--- src/fetch_pkg.sv ---
`default_nettype none

package fetch_pkg;

  ////////////////////////////////////////
  // widths
  ////////////////////////////////////////

  // byte address on the memory bus
  typedef logic [63:0] addr_t;

  // one fetched instruction
  typedef logic [31:0] inst_t;

  // one cache line as wide as a bus word
  typedef logic [63:0] line_t;

  // memory transaction tag where zero means no transaction
  typedef logic [3:0] mem_tag_t;

  // line index from address bits 7:3
  typedef logic [4:0] cache_idx_t;

  // line tag from address bits 15:8
  typedef logic [7:0] cache_tag_t;

  localparam int num_lines = 32;

  ////////////////////////////////////////
  // bus commands
  ////////////////////////////////////////

  typedef logic [1:0] bus_cmd_t;

  localparam bus_cmd_t bus_none = 2'd0;
  localparam bus_cmd_t bus_load = 2'd1;

  ////////////////////////////////////////
  // fill tracker states
  ////////////////////////////////////////

  typedef enum logic [0:0] {
    fill_idle = 1'b0,
    fill_wait = 1'b1
  } fill_state_e;

endpackage

`default_nettype wire

--- src/icache_store.sv ---
`timescale 1ns/1ps
`default_nettype none

module icache_store (
  input  logic                  clock,
  input  logic                  reset,
  input  fetch_pkg::cache_idx_t rd_idx,
  input  fetch_pkg::cache_tag_t rd_tag,
  input  logic                  wr_en,
  input  fetch_pkg::cache_idx_t wr_idx,
  input  fetch_pkg::cache_tag_t wr_tag,
  input  fetch_pkg::line_t      wr_data,
  output fetch_pkg::line_t      rd_data,
  output logic                  rd_hit
);
  import fetch_pkg::*;

  // one valid bit, tag and data word per line
  logic       line_valid [num_lines];
  cache_tag_t line_tag   [num_lines];
  line_t      line_data  [num_lines];

  ////////////////////////////////////////
  // read side
  ////////////////////////////////////////

  // combinational lookup in the same cycle as the index
  assign rd_data = line_data[rd_idx];
  assign rd_hit  = line_valid[rd_idx] && (line_tag[rd_idx] == rd_tag);

  ////////////////////////////////////////
  // write side
  ////////////////////////////////////////

  // valid bit set by each fill
  always_ff @(posedge clock) begin
    if (reset) begin
      for (int i = 0; i < num_lines; i++) begin
        line_valid[i] <= 1'b0;
      end
    end else if (wr_en) begin
      line_valid[wr_idx] <= 1'b1;
    end
  end

  // tag and data written together with the valid bit
  always_ff @(posedge clock) begin
    if (wr_en) begin
      line_tag[wr_idx]  <= wr_tag;
      line_data[wr_idx] <= wr_data;
    end
  end

endmodule

`default_nettype wire

--- src/fill_tracker.sv ---
`timescale 1ns/1ps
`default_nettype none

module fill_tracker (
  input  logic                  clock,
  input  logic                  reset,
  input  fetch_pkg::cache_idx_t miss_idx,
  input  fetch_pkg::cache_tag_t miss_tag,
  input  logic                  hit,
  input  fetch_pkg::mem_tag_t   mem2proc_response,
  input  fetch_pkg::mem_tag_t   mem2proc_tag,
  input  fetch_pkg::line_t      mem2proc_data,
  output fetch_pkg::bus_cmd_t   proc2mem_command,
  output fetch_pkg::addr_t      proc2mem_addr,
  output logic                  fill_en,
  output fetch_pkg::cache_idx_t fill_idx,
  output fetch_pkg::cache_tag_t fill_tag,
  output fetch_pkg::line_t      fill_data
);
  import fetch_pkg::*;

  fill_state_e state;
  fill_state_e state_next;

  // transaction in flight
  mem_tag_t    wait_resp;
  cache_idx_t  wait_idx;
  cache_tag_t  wait_tag;

  // requests start one cycle after reset is released
  logic        armed;

  logic        request;
  logic        accepted;
  logic        reply_match;

  ////////////////////////////////////////
  // bus request
  ////////////////////////////////////////

  assign request  = (state == fill_idle) && !hit && armed;
  assign accepted = request && (mem2proc_response != '0);

  assign proc2mem_command = request ? bus_load : bus_none;
  // line address is tag, index and three zero bits
  assign proc2mem_addr = request ? {48'b0, miss_tag, miss_idx, 3'b000} : '0;

  ////////////////////////////////////////
  // reply matching and fill
  ////////////////////////////////////////

  assign reply_match = (state == fill_wait) && (mem2proc_tag == wait_resp);

  assign fill_en   = reply_match;
  assign fill_idx  = wait_idx;
  assign fill_tag  = wait_tag;
  assign fill_data = mem2proc_data;

  always_comb begin
    state_next = state;
    unique case (state)
      fill_idle: begin
        // a refused request is simply asked again next cycle
        if (accepted) begin
          state_next = fill_wait;
        end
      end
      fill_wait: begin
        if (reply_match) begin
          state_next = fill_idle;
        end
      end
      default: state_next = fill_idle;
    endcase
  end

  always_ff @(posedge clock) begin
    if (reset) begin
      state     <= fill_idle;
      wait_resp <= '0;
      armed     <= 1'b0;
    end else begin
      state <= state_next;
      armed <= 1'b1;
      if (accepted) begin
        wait_resp <= mem2proc_response;
      end
    end
  end

  // line position of the outstanding request
  always_ff @(posedge clock) begin
    if (accepted) begin
      wait_idx <= miss_idx;
      wait_tag <= miss_tag;
    end
  end

endmodule

`default_nettype wire

--- src/fetch_pc.sv ---
`timescale 1ns/1ps
`default_nettype none

module fetch_pc #(
  parameter fetch_pkg::addr_t reset_pc = '0
) (
  input  logic                  clock,
  input  logic                  reset,
  input  logic                  stall,
  input  logic                  branch_taken,
  input  fetch_pkg::addr_t      branch_target,
  input  fetch_pkg::line_t      line_data,
  input  logic                  hit,
  output fetch_pkg::cache_idx_t lookup_idx,
  output fetch_pkg::cache_tag_t lookup_tag,
  output fetch_pkg::inst_t      inst,
  output fetch_pkg::addr_t      npc
);
  import fetch_pkg::*;

  addr_t pc;
  addr_t pc_next;
  addr_t pc_plus4;

  ////////////////////////////////////////
  // cache lookup
  ////////////////////////////////////////

  // index and tag straight from the PC
  assign lookup_idx = pc[7:3];
  assign lookup_tag = pc[15:8];

  // bit 2 picks the upper or lower instruction of the line
  assign inst = pc[2] ? line_data[63:32] : line_data[31:0];

  assign pc_plus4 = pc + 64'd4;
  assign npc      = pc_plus4;

  ////////////////////////////////////////
  // PC update
  ////////////////////////////////////////

  always_comb begin
    // redirect wins over stall and miss
    if (branch_taken) begin
      pc_next = branch_target;
    end else if (hit && !stall) begin
      pc_next = pc_plus4;
    end else begin
      pc_next = pc;
    end
  end

  always_ff @(posedge clock) begin
    if (reset) begin
      pc <= reset_pc;
    end else begin
      pc <= pc_next;
    end
  end

endmodule

`default_nettype wire

--- src/fetch_decode_reg.sv ---
`timescale 1ns/1ps
`default_nettype none

module fetch_decode_reg (
  input  logic             clock,
  input  logic             reset,
  input  logic             stall,
  input  logic             branch_taken,
  input  fetch_pkg::inst_t inst,
  input  fetch_pkg::addr_t npc,
  input  logic             hit,
  output fetch_pkg::inst_t fetch_inst,
  output fetch_pkg::addr_t fetch_npc,
  output logic             fetch_valid
);
  import fetch_pkg::*;

  logic load;

  // new slot only when decode takes it and no redirect
  assign load = !stall && !branch_taken;

  ////////////////////////////////////////
  // valid bit
  ////////////////////////////////////////

  always_ff @(posedge clock) begin
    if (reset) begin
      fetch_valid <= 1'b0;
    end else if (branch_taken) begin
      // wrong-path slot is dropped
      fetch_valid <= 1'b0;
    end else if (!stall) begin
      // a miss gives an empty slot
      fetch_valid <= hit;
    end
  end

  ////////////////////////////////////////
  // payload
  ////////////////////////////////////////

  always_ff @(posedge clock) begin
    if (load) begin
      fetch_inst <= inst_t'(inst);
      fetch_npc  <= npc;
    end
  end

endmodule

`default_nettype wire

--- src/fetch_top.sv ---
`timescale 1ns/1ps
`default_nettype none

module fetch_top #(
  parameter fetch_pkg::addr_t reset_pc = '0
) (
  input  logic                clock,
  input  logic                reset,
  input  logic                fetch_stall,
  input  logic                branch_taken,
  input  fetch_pkg::addr_t    branch_target,
  input  fetch_pkg::mem_tag_t mem2proc_response,
  input  fetch_pkg::mem_tag_t mem2proc_tag,
  input  fetch_pkg::line_t    mem2proc_data,
  output fetch_pkg::bus_cmd_t proc2mem_command,
  output fetch_pkg::addr_t    proc2mem_addr,
  output fetch_pkg::inst_t    fetch_inst,
  output fetch_pkg::addr_t    fetch_npc,
  output logic                fetch_valid
);
  import fetch_pkg::*;

  // lookup path
  cache_idx_t lookup_idx;
  cache_tag_t lookup_tag;
  line_t      line_data;
  logic       hit;

  // fill path
  logic       fill_en;
  cache_idx_t fill_idx;
  cache_tag_t fill_tag;
  line_t      fill_data;

  // fetched slot before the pipeline register
  inst_t      inst;
  addr_t      npc;

  ////////////////////////////////////////
  // cache and miss handling
  ////////////////////////////////////////

  icache_store u_icache_store (
    .clock   (clock),
    .reset   (reset),
    .rd_idx  (lookup_idx),
    .rd_tag  (lookup_tag),
    .wr_en   (fill_en),
    .wr_idx  (fill_idx),
    .wr_tag  (fill_tag),
    .wr_data (fill_data),
    .rd_data (line_data),
    .rd_hit  (hit)
  );

  fill_tracker u_fill_tracker (
    .clock             (clock),
    .reset             (reset),
    .miss_idx          (lookup_idx),
    .miss_tag          (lookup_tag),
    .hit               (hit),
    .mem2proc_response (mem2proc_response),
    .mem2proc_tag      (mem2proc_tag),
    .mem2proc_data     (mem2proc_data),
    .proc2mem_command  (proc2mem_command),
    .proc2mem_addr     (proc2mem_addr),
    .fill_en           (fill_en),
    .fill_idx          (fill_idx),
    .fill_tag          (fill_tag),
    .fill_data         (fill_data)
  );

  ////////////////////////////////////////
  // PC and fetch/decode register
  ////////////////////////////////////////

  fetch_pc #(
    .reset_pc (reset_pc)
  ) u_fetch_pc (
    .clock         (clock),
    .reset         (reset),
    .stall         (fetch_stall),
    .branch_taken  (branch_taken),
    .branch_target (branch_target),
    .line_data     (line_data),
    .hit           (hit),
    .lookup_idx    (lookup_idx),
    .lookup_tag    (lookup_tag),
    .inst          (inst),
    .npc           (npc)
  );

  fetch_decode_reg u_fetch_decode_reg (
    .clock        (clock),
    .reset        (reset),
    .stall        (fetch_stall),
    .branch_taken (branch_taken),
    .inst         (inst),
    .npc          (npc),
    .hit          (hit),
    .fetch_inst   (fetch_inst),
    .fetch_npc    (fetch_npc),
    .fetch_valid  (fetch_valid)
  );

endmodule

`default_nettype wire

--- config.mk ---
export PLATFORM = sky130hd
export DESIGN_NAME = fetch_top
export DESIGN_NICKNAME = d
export VERILOG_FILES = /design/src/fetch_pkg.sv /design/src/icache_store.sv /design/src/fill_tracker.sv /design/src/fetch_pc.sv /design/src/fetch_decode_reg.sv /design/src/fetch_top.sv
export SDC_FILE = /design/constraint.sdc
export NUM_CORES = 2
export LEC_CHECK = 0
export BUFFER_PORTS_ARGS = -buffer_cell sky130_fd_sc_hd__clkbuf_2
export CAP_MARGIN = 10
export CORE_MARGIN = 5
export CORE_UTILIZATION = 40
export DETAILED_ROUTE_END_ITERATION = 6
export PLACE_DENSITY_LB_ADDON = 0.25
export SLEW_MARGIN = 20
export SYNTH_ARGS = -nofsm -noshare
export SYNTH_HDL_FRONTEND = slang
export SYNTH_SLANG_ARGS = --single-unit
export TNS_END_PERCENT = 100
--- constraint.sdc ---
create_clock -name clock -period 14.78 [get_ports clock]
set_input_delay 1.478 -clock clock [delete_from_list [all_inputs] [get_ports clock]]
set_output_delay 1.478 -clock clock [all_outputs]
set_load 0.02 [all_outputs]
Yosys cells after proc, flatten, opt, wreduce, memory -nomap -nowiden
Memories as Yosys holds them, arrays and structs flattened. A register that Yosys moved wholly into a read port is not among the register bits.
Index checks and enable logic that the tools add are counted.
{"block": "totals", "inputBits": 140, "n_memories": 3, "ff_bits": 180, "elab_cells": 54, "ram_bits": 2336, "out_inout_bits": 163}
{"block": "classes", "n_reduce_logical": 14, "eq_ne": 2, "add_sub_neg": 1, "mux": 24, "bitwise": 1}
{"name": "u_icache_store.line_data", "words": 32, "width": 64, "read_ports": 1, "rd_clocked_by_memory_dff": 1, "wr": 1, "line": "icache_store.sv:21", "text": "line_t line_data [num_lines];"}
{"name": "u_icache_store.line_tag", "words": 32, "width": 8, "read_ports": 1, "rd_clocked_by_memory_dff": 1, "wr": 1, "line": "icache_store.sv:20", "text": "cache_tag_t line_tag [num_lines];"}
{"name": "u_icache_store.line_valid", "words": 32, "width": 1, "read_ports": 1, "rd_clocked_by_memory_dff": 1, "wr": 32, "line": "icache_store.sv:19", "text": "logic line_valid [num_lines];"}
{"cell": "two-way mux 64 bit", "n": 2}
{"cell": "adder 64 x 3 -> 64 bit, second input constant", "n": 1}
{"cell": "two-way mux 5 bit", "n": 7}
{"cell": "two-way mux 32 bit", "n": 1}
{"cell": "two-way mux 16 bit", "n": 1}
{"cell": "two-way mux 1 bit", "n": 12}
{"cell": "== test 8 bit", "n": 1}
{"cell": "logical AND 1 bit", "n": 7}
{"cell": "== test 4 bit", "n": 1}
{"cell": "nonzero test 4 bit", "n": 1}
{"cell": "logical NOT 1 bit", "n": 3}
{"cell": "one-hot mux 1 bit (2 select lines)", "n": 1}
{"cell": "nonzero test 2 bit", "n": 1}
{"cell": "OR reduction 2 bit", "n": 1}
{"cell": "inverter 1 bit", "n": 1}
{"cell": "OR reduction 1 bit", "n": 1}

Longest topological paths before layout
{"block": "depth", "depth_word": 8, "mapped_depth": 14, "ltp_nobuf": 10}

Modules after synthesis
Synthesis repeated with hierarchy kept, for this count alone.
{"block": "hier_totals", "cells_unflattened": 4516, "area_unflattened_um2": 98456.9}
{"mod": "icache_store", "instances": 1, "seq_area_each_um2": 69827.0, "cells_per_inst": 3574, "area_each_um2": 88647.5}
{"mod": "fetch_pc", "instances": 1, "seq_area_each_um2": 1281.2, "cells_per_inst": 666, "area_each_um2": 5242.5}
{"mod": "fetch_decode_reg", "instances": 1, "seq_area_each_um2": 2902.8, "cells_per_inst": 100, "area_each_um2": 2926.6}
{"mod": "fill_tracker", "instances": 1, "seq_area_each_um2": 510.5, "cells_per_inst": 176, "area_each_um2": 1640.3}

Worst setup path before layout
OpenSTA, ideal clock, no wires.
{"block": "synth_path", "path_kind": "input-to-reg", "start": "in fetch_stall", "end": "reg u_fetch_pc.pc[59]", "required_time_ns": 14.648, "path_buffers": 1, "setup_time_ns": 0.132, "cell_stages": 6, "arrival_ns": 6.969, "setup_slack_ns": 7.678, "path_cell_list": "nor2_1 nand2_1 nor4_4 buf_2 nand3b_1 a31oi_1"}
{"block": "synth_between", "elab_chain_len": 3}
{"item": "from (decl)", "line": "fetch_top.sv:9", "text": "input logic fetch_stall,"}
{"item": "logical NOT 1 bit"}
{"item": "logical AND 1 bit", "line": "fetch_pc.sv:47", "text": "end else if (hit && !stall) begin"}
{"item": "nonzero test 2 bit (no line)"}
{"item": "to (signal assigned)", "line": "fetch_pc.sv:56", "text": "pc <= reset_pc;"}
{"item": "to (signal assigned)", "line": "fetch_pc.sv:58", "text": "pc <= pc_next;"}
{"item": "to (decl)", "line": "fetch_pc.sv:21", "text": "addr_t pc;"}
No other way between the ends.
A chain may end at the register's enable or synchronous reset.

==> impl_metrics.toml <==
[pwr]
power_density_nw_per_um2 = 137
peakVddDrop_mv = 0.0891
p_leak_nw = 34.3

[status]
status = "completed"

[yosys]
syn-cell-area_um2 = 97200
synthTopCellsByCount = "edfxtp_1 (2,413), mux4_2 (705), mux2i_1 (128), nor2_1 (128), clkbuf_1 (123)"
synth_top_area_share = 0.746
synth-edff-count = 2413
synth_ff_type = "edfxtp_1"
async_flop_share = 0
synth.avg_cell_area_um2 = 22.7
synth_largest_area_cell = "edfxtp_1"
synth_area_leaders = "edfxtp_1 (75%), mux4_2 (16%), dfxtp_1 (2.2%)"
ys_types = 67
synth_seq_cells = 2521
ys_seq_area_frac = 0.768
synth.most_common_cell = "edfxtp_1"
syn_inst = 4274
ys_warn_count = 0

[global_route]
grt_pass1_vias = 47100
track_usage = 0.196
busiest_layer = "met2"
grtUsageMet1 = 0.284
antenna_found_initial = 33
overflow = 0
grt_first_pass_wirelength_um = 355000
grt_max_degree = 127
grtUsageMet2 = 0.313
use_met3 = 0.0339

[worst_setup_path]
worstPathArrival_ns = 6.99
cp-start-kind = "flip-flop"
criticalPathCategory = "flip-flop to primary output"
crit_required_ns = 13.30
crit_path_end_kind = "primary output"
cp_max_fo = 44
rrSetupSlack_ns = 8.59

[placed_design]
port_buffers = 250
gp_congestion = 0.767
post-dp-hpwl_um = 134000
placed_cells = 7616
place_area_um2 = 103000
place_ws_ns = 7.11

[timing]
finalSetupViolCount = 0
rsz0062_at_grt = "no"
worst-slew-pin-transition_ns = 1.12
final_hold_viol_count = 0
slew_violations = 0
min_period_ns = 8.46
maxSlewHeadroom = 0.252
clock_skew_ns = 0.0510
post-route-period-util = 0.573
max_freq_mhz = 118
fin_ws_ns = 6.32
finalSetupTns_ns = 0

[layout]
area_delta_synth_final_pct = 14.2
final_cells = 8107
nNetsFinal = 4841
drive_gt1_frac = 0.312
final_area_um2 = 111000

[run]
maxCapViolCount = 0

[floorplanning]
die_w_um = 503
fp-row-count = 181
die_area_um2 = 253000
io_pins = 303
core_area_um2 = 243000
die_y_um = 503
initial_core_util = 0.401

[drt]
firstDrtPassIters = 6
avgViaCountPerCell = 5.72
drtAntennaViolNets = 0
vias = 46400
drc = 0
drt_iter0_drc = 4885
wl_um = 250000
wl_per_cell_um = 30.9

[cts]
cts_setup_buffers = 0
clk_pin_slew_worst_paths_ns = 0.06
numCtsBuffers = 282
hold_buffers = 0
clkSinkCount = 2521
clk_path_buf_depth = 4
cts_resized = 0
cts_tree = "built"
ctsHtreeMaxLevel = 5
root_buffer = "clkbuf_16"
insertion_delay_ns = 0.91

[hold_path]
hp-class = "flip-flop to flip-flop"
cells in the final DEF (no fill, tap or decap), types with 16 or more instances in the layout:
cell type  Yosys  final
conb_1         1     52
a21oi_1       16     16
a22oi_1       25     25
nand4_1       30     30
dfxtp_1      108    102
nor2_4         0     33
clkinv_1       0     59
edfxtp_1    2413   2413
nand3_1       33     33
xnor2_1       45     45
clkbuf_16      0    289
buf_4         63    100
mux4_2       705    705
clkinv_2       0     36
xor2_1        22     22
nor3_1        16     16
o21a_1        27     27
clkbuf_1     123     63
clkbuf_2       0    248
mux2i_1      128    128
nor2_1       128     95
mux2_2        33     33
nand2_1       81     81
inv_1         24     24
per-layer routing:
| metal | vias to the layer above | share of wire | wire length, um |
|---|---|---|---|
| li1 | 18900 | - | - |
| met1 | 25400 | 0.43 | 109000 |
| met2 | 1738 | 0.48 | 120000 |
| met3 | 371 | 0.065 | 16200 |
| met4 | 12 | 0.020 | 4960 |
| met5 | - | 0.00032 | 80 |
cell type report:
type | instances | area, um^2
Fill cell | 20100 | 132000
Tap cell | 3202 | 4010
Inverter | 26 | 97.6
Timing Repair Buffer | 360 | 2210
Clock inverter | 123 | 930
Clock buffer | 353 | 7480
Antenna cell | 13 | 32.5
Multi-Input combinational cell | 1509 | 21600
Sequential cell | 2521 | 74600
state kept, by name (all words and copies together) (netlist names), named ones only:
| register | count |
|---|---|
| u_fill_tracker.wait_resp | 4 |
| u_fetch_decode_reg.fetch_npc | 64 |
| u_fetch_pc.pc | 64 |
| u_icache_store.line_valid | 32 |
| u_fill_tracker.state | 1 |
| u_fill_tracker.fill_tag | 8 |
| u_fill_tracker.armed | 1 |
| u_icache_store.line_tag | 256 |
| u_icache_store.line_data | 2048 |
| u_fill_tracker.fill_idx | 5 |
| u_fetch_decode_reg.fetch_valid | 1 |
| u_fetch_decode_reg.fetch_inst | 32 |
stage by stage:
step | hold WS (ns) | power, mW | util
3_3_place_gp | 0.414 | 8.91 | 0.423
5_1_grt | 0.459 | 15.7 | 0.458
3_5_place_dp | 0.426 | 8.93 | 0.423
6_report | 0.443 | 15.2 | 0.458
4_1_cts | 0.442 | 15.4 | 0.457
2_1_floorplan | 0.406 | 8.60 | -
path summary, 6_finish.rpt:
| check | depth (start not counted) | to | start |
|---|---|---|---|
| hold reg to reg | 0 | u_fetch_decode_reg.fetch_npc[1] | u_fetch_pc.pc[1] |
| hold / removal | 0 | u_fetch_decode_reg.fetch_npc[1] | u_fetch_pc.pc[1] |
| setup / recovery | 13 | proc2mem_addr[12] | flip-flop |
| setup reg to reg | 13 | u_fill_tracker.state | flip-flop |
worst max-delay path: stages (launching register included):
cell and delay (ns):
dfxtp_4 0.98, buf_4 0.75, buf_4 0.82, and2b_1 0.40, buf_4 0.34, a22oi_1 0.11, nand3_1 0.12, nand4_1 0.19
xnor2_1 0.37, nand4_4 0.25, o41ai_4 0.98, inv_2 0.19, and2_1 0.23, clkbuf_2 0.15
cell families after synthesis:
logic type / Yosys count / synth area share
xor+xnor: 69 / 0.00637
flops: 2521 / 0.768
simple gates: 370 / 0.0188
fa+ha+maj: 1 / 0.000129
other cells: 1 / 0.0000386
compound gates: 151 / 0.0120
mux: 866 / 0.180
buf+inv: 295 / 0.0145
where the power goes:
group	switching (mW)	total, mW	internal [mW]
clock network	2.69	6.48	3.79
logic	0.464	0.820	0.356
registers	0.0667	7.94	7.87
total	3.22	15.2	12.0
Note: power is estimated with default switching activity, not from simulation.
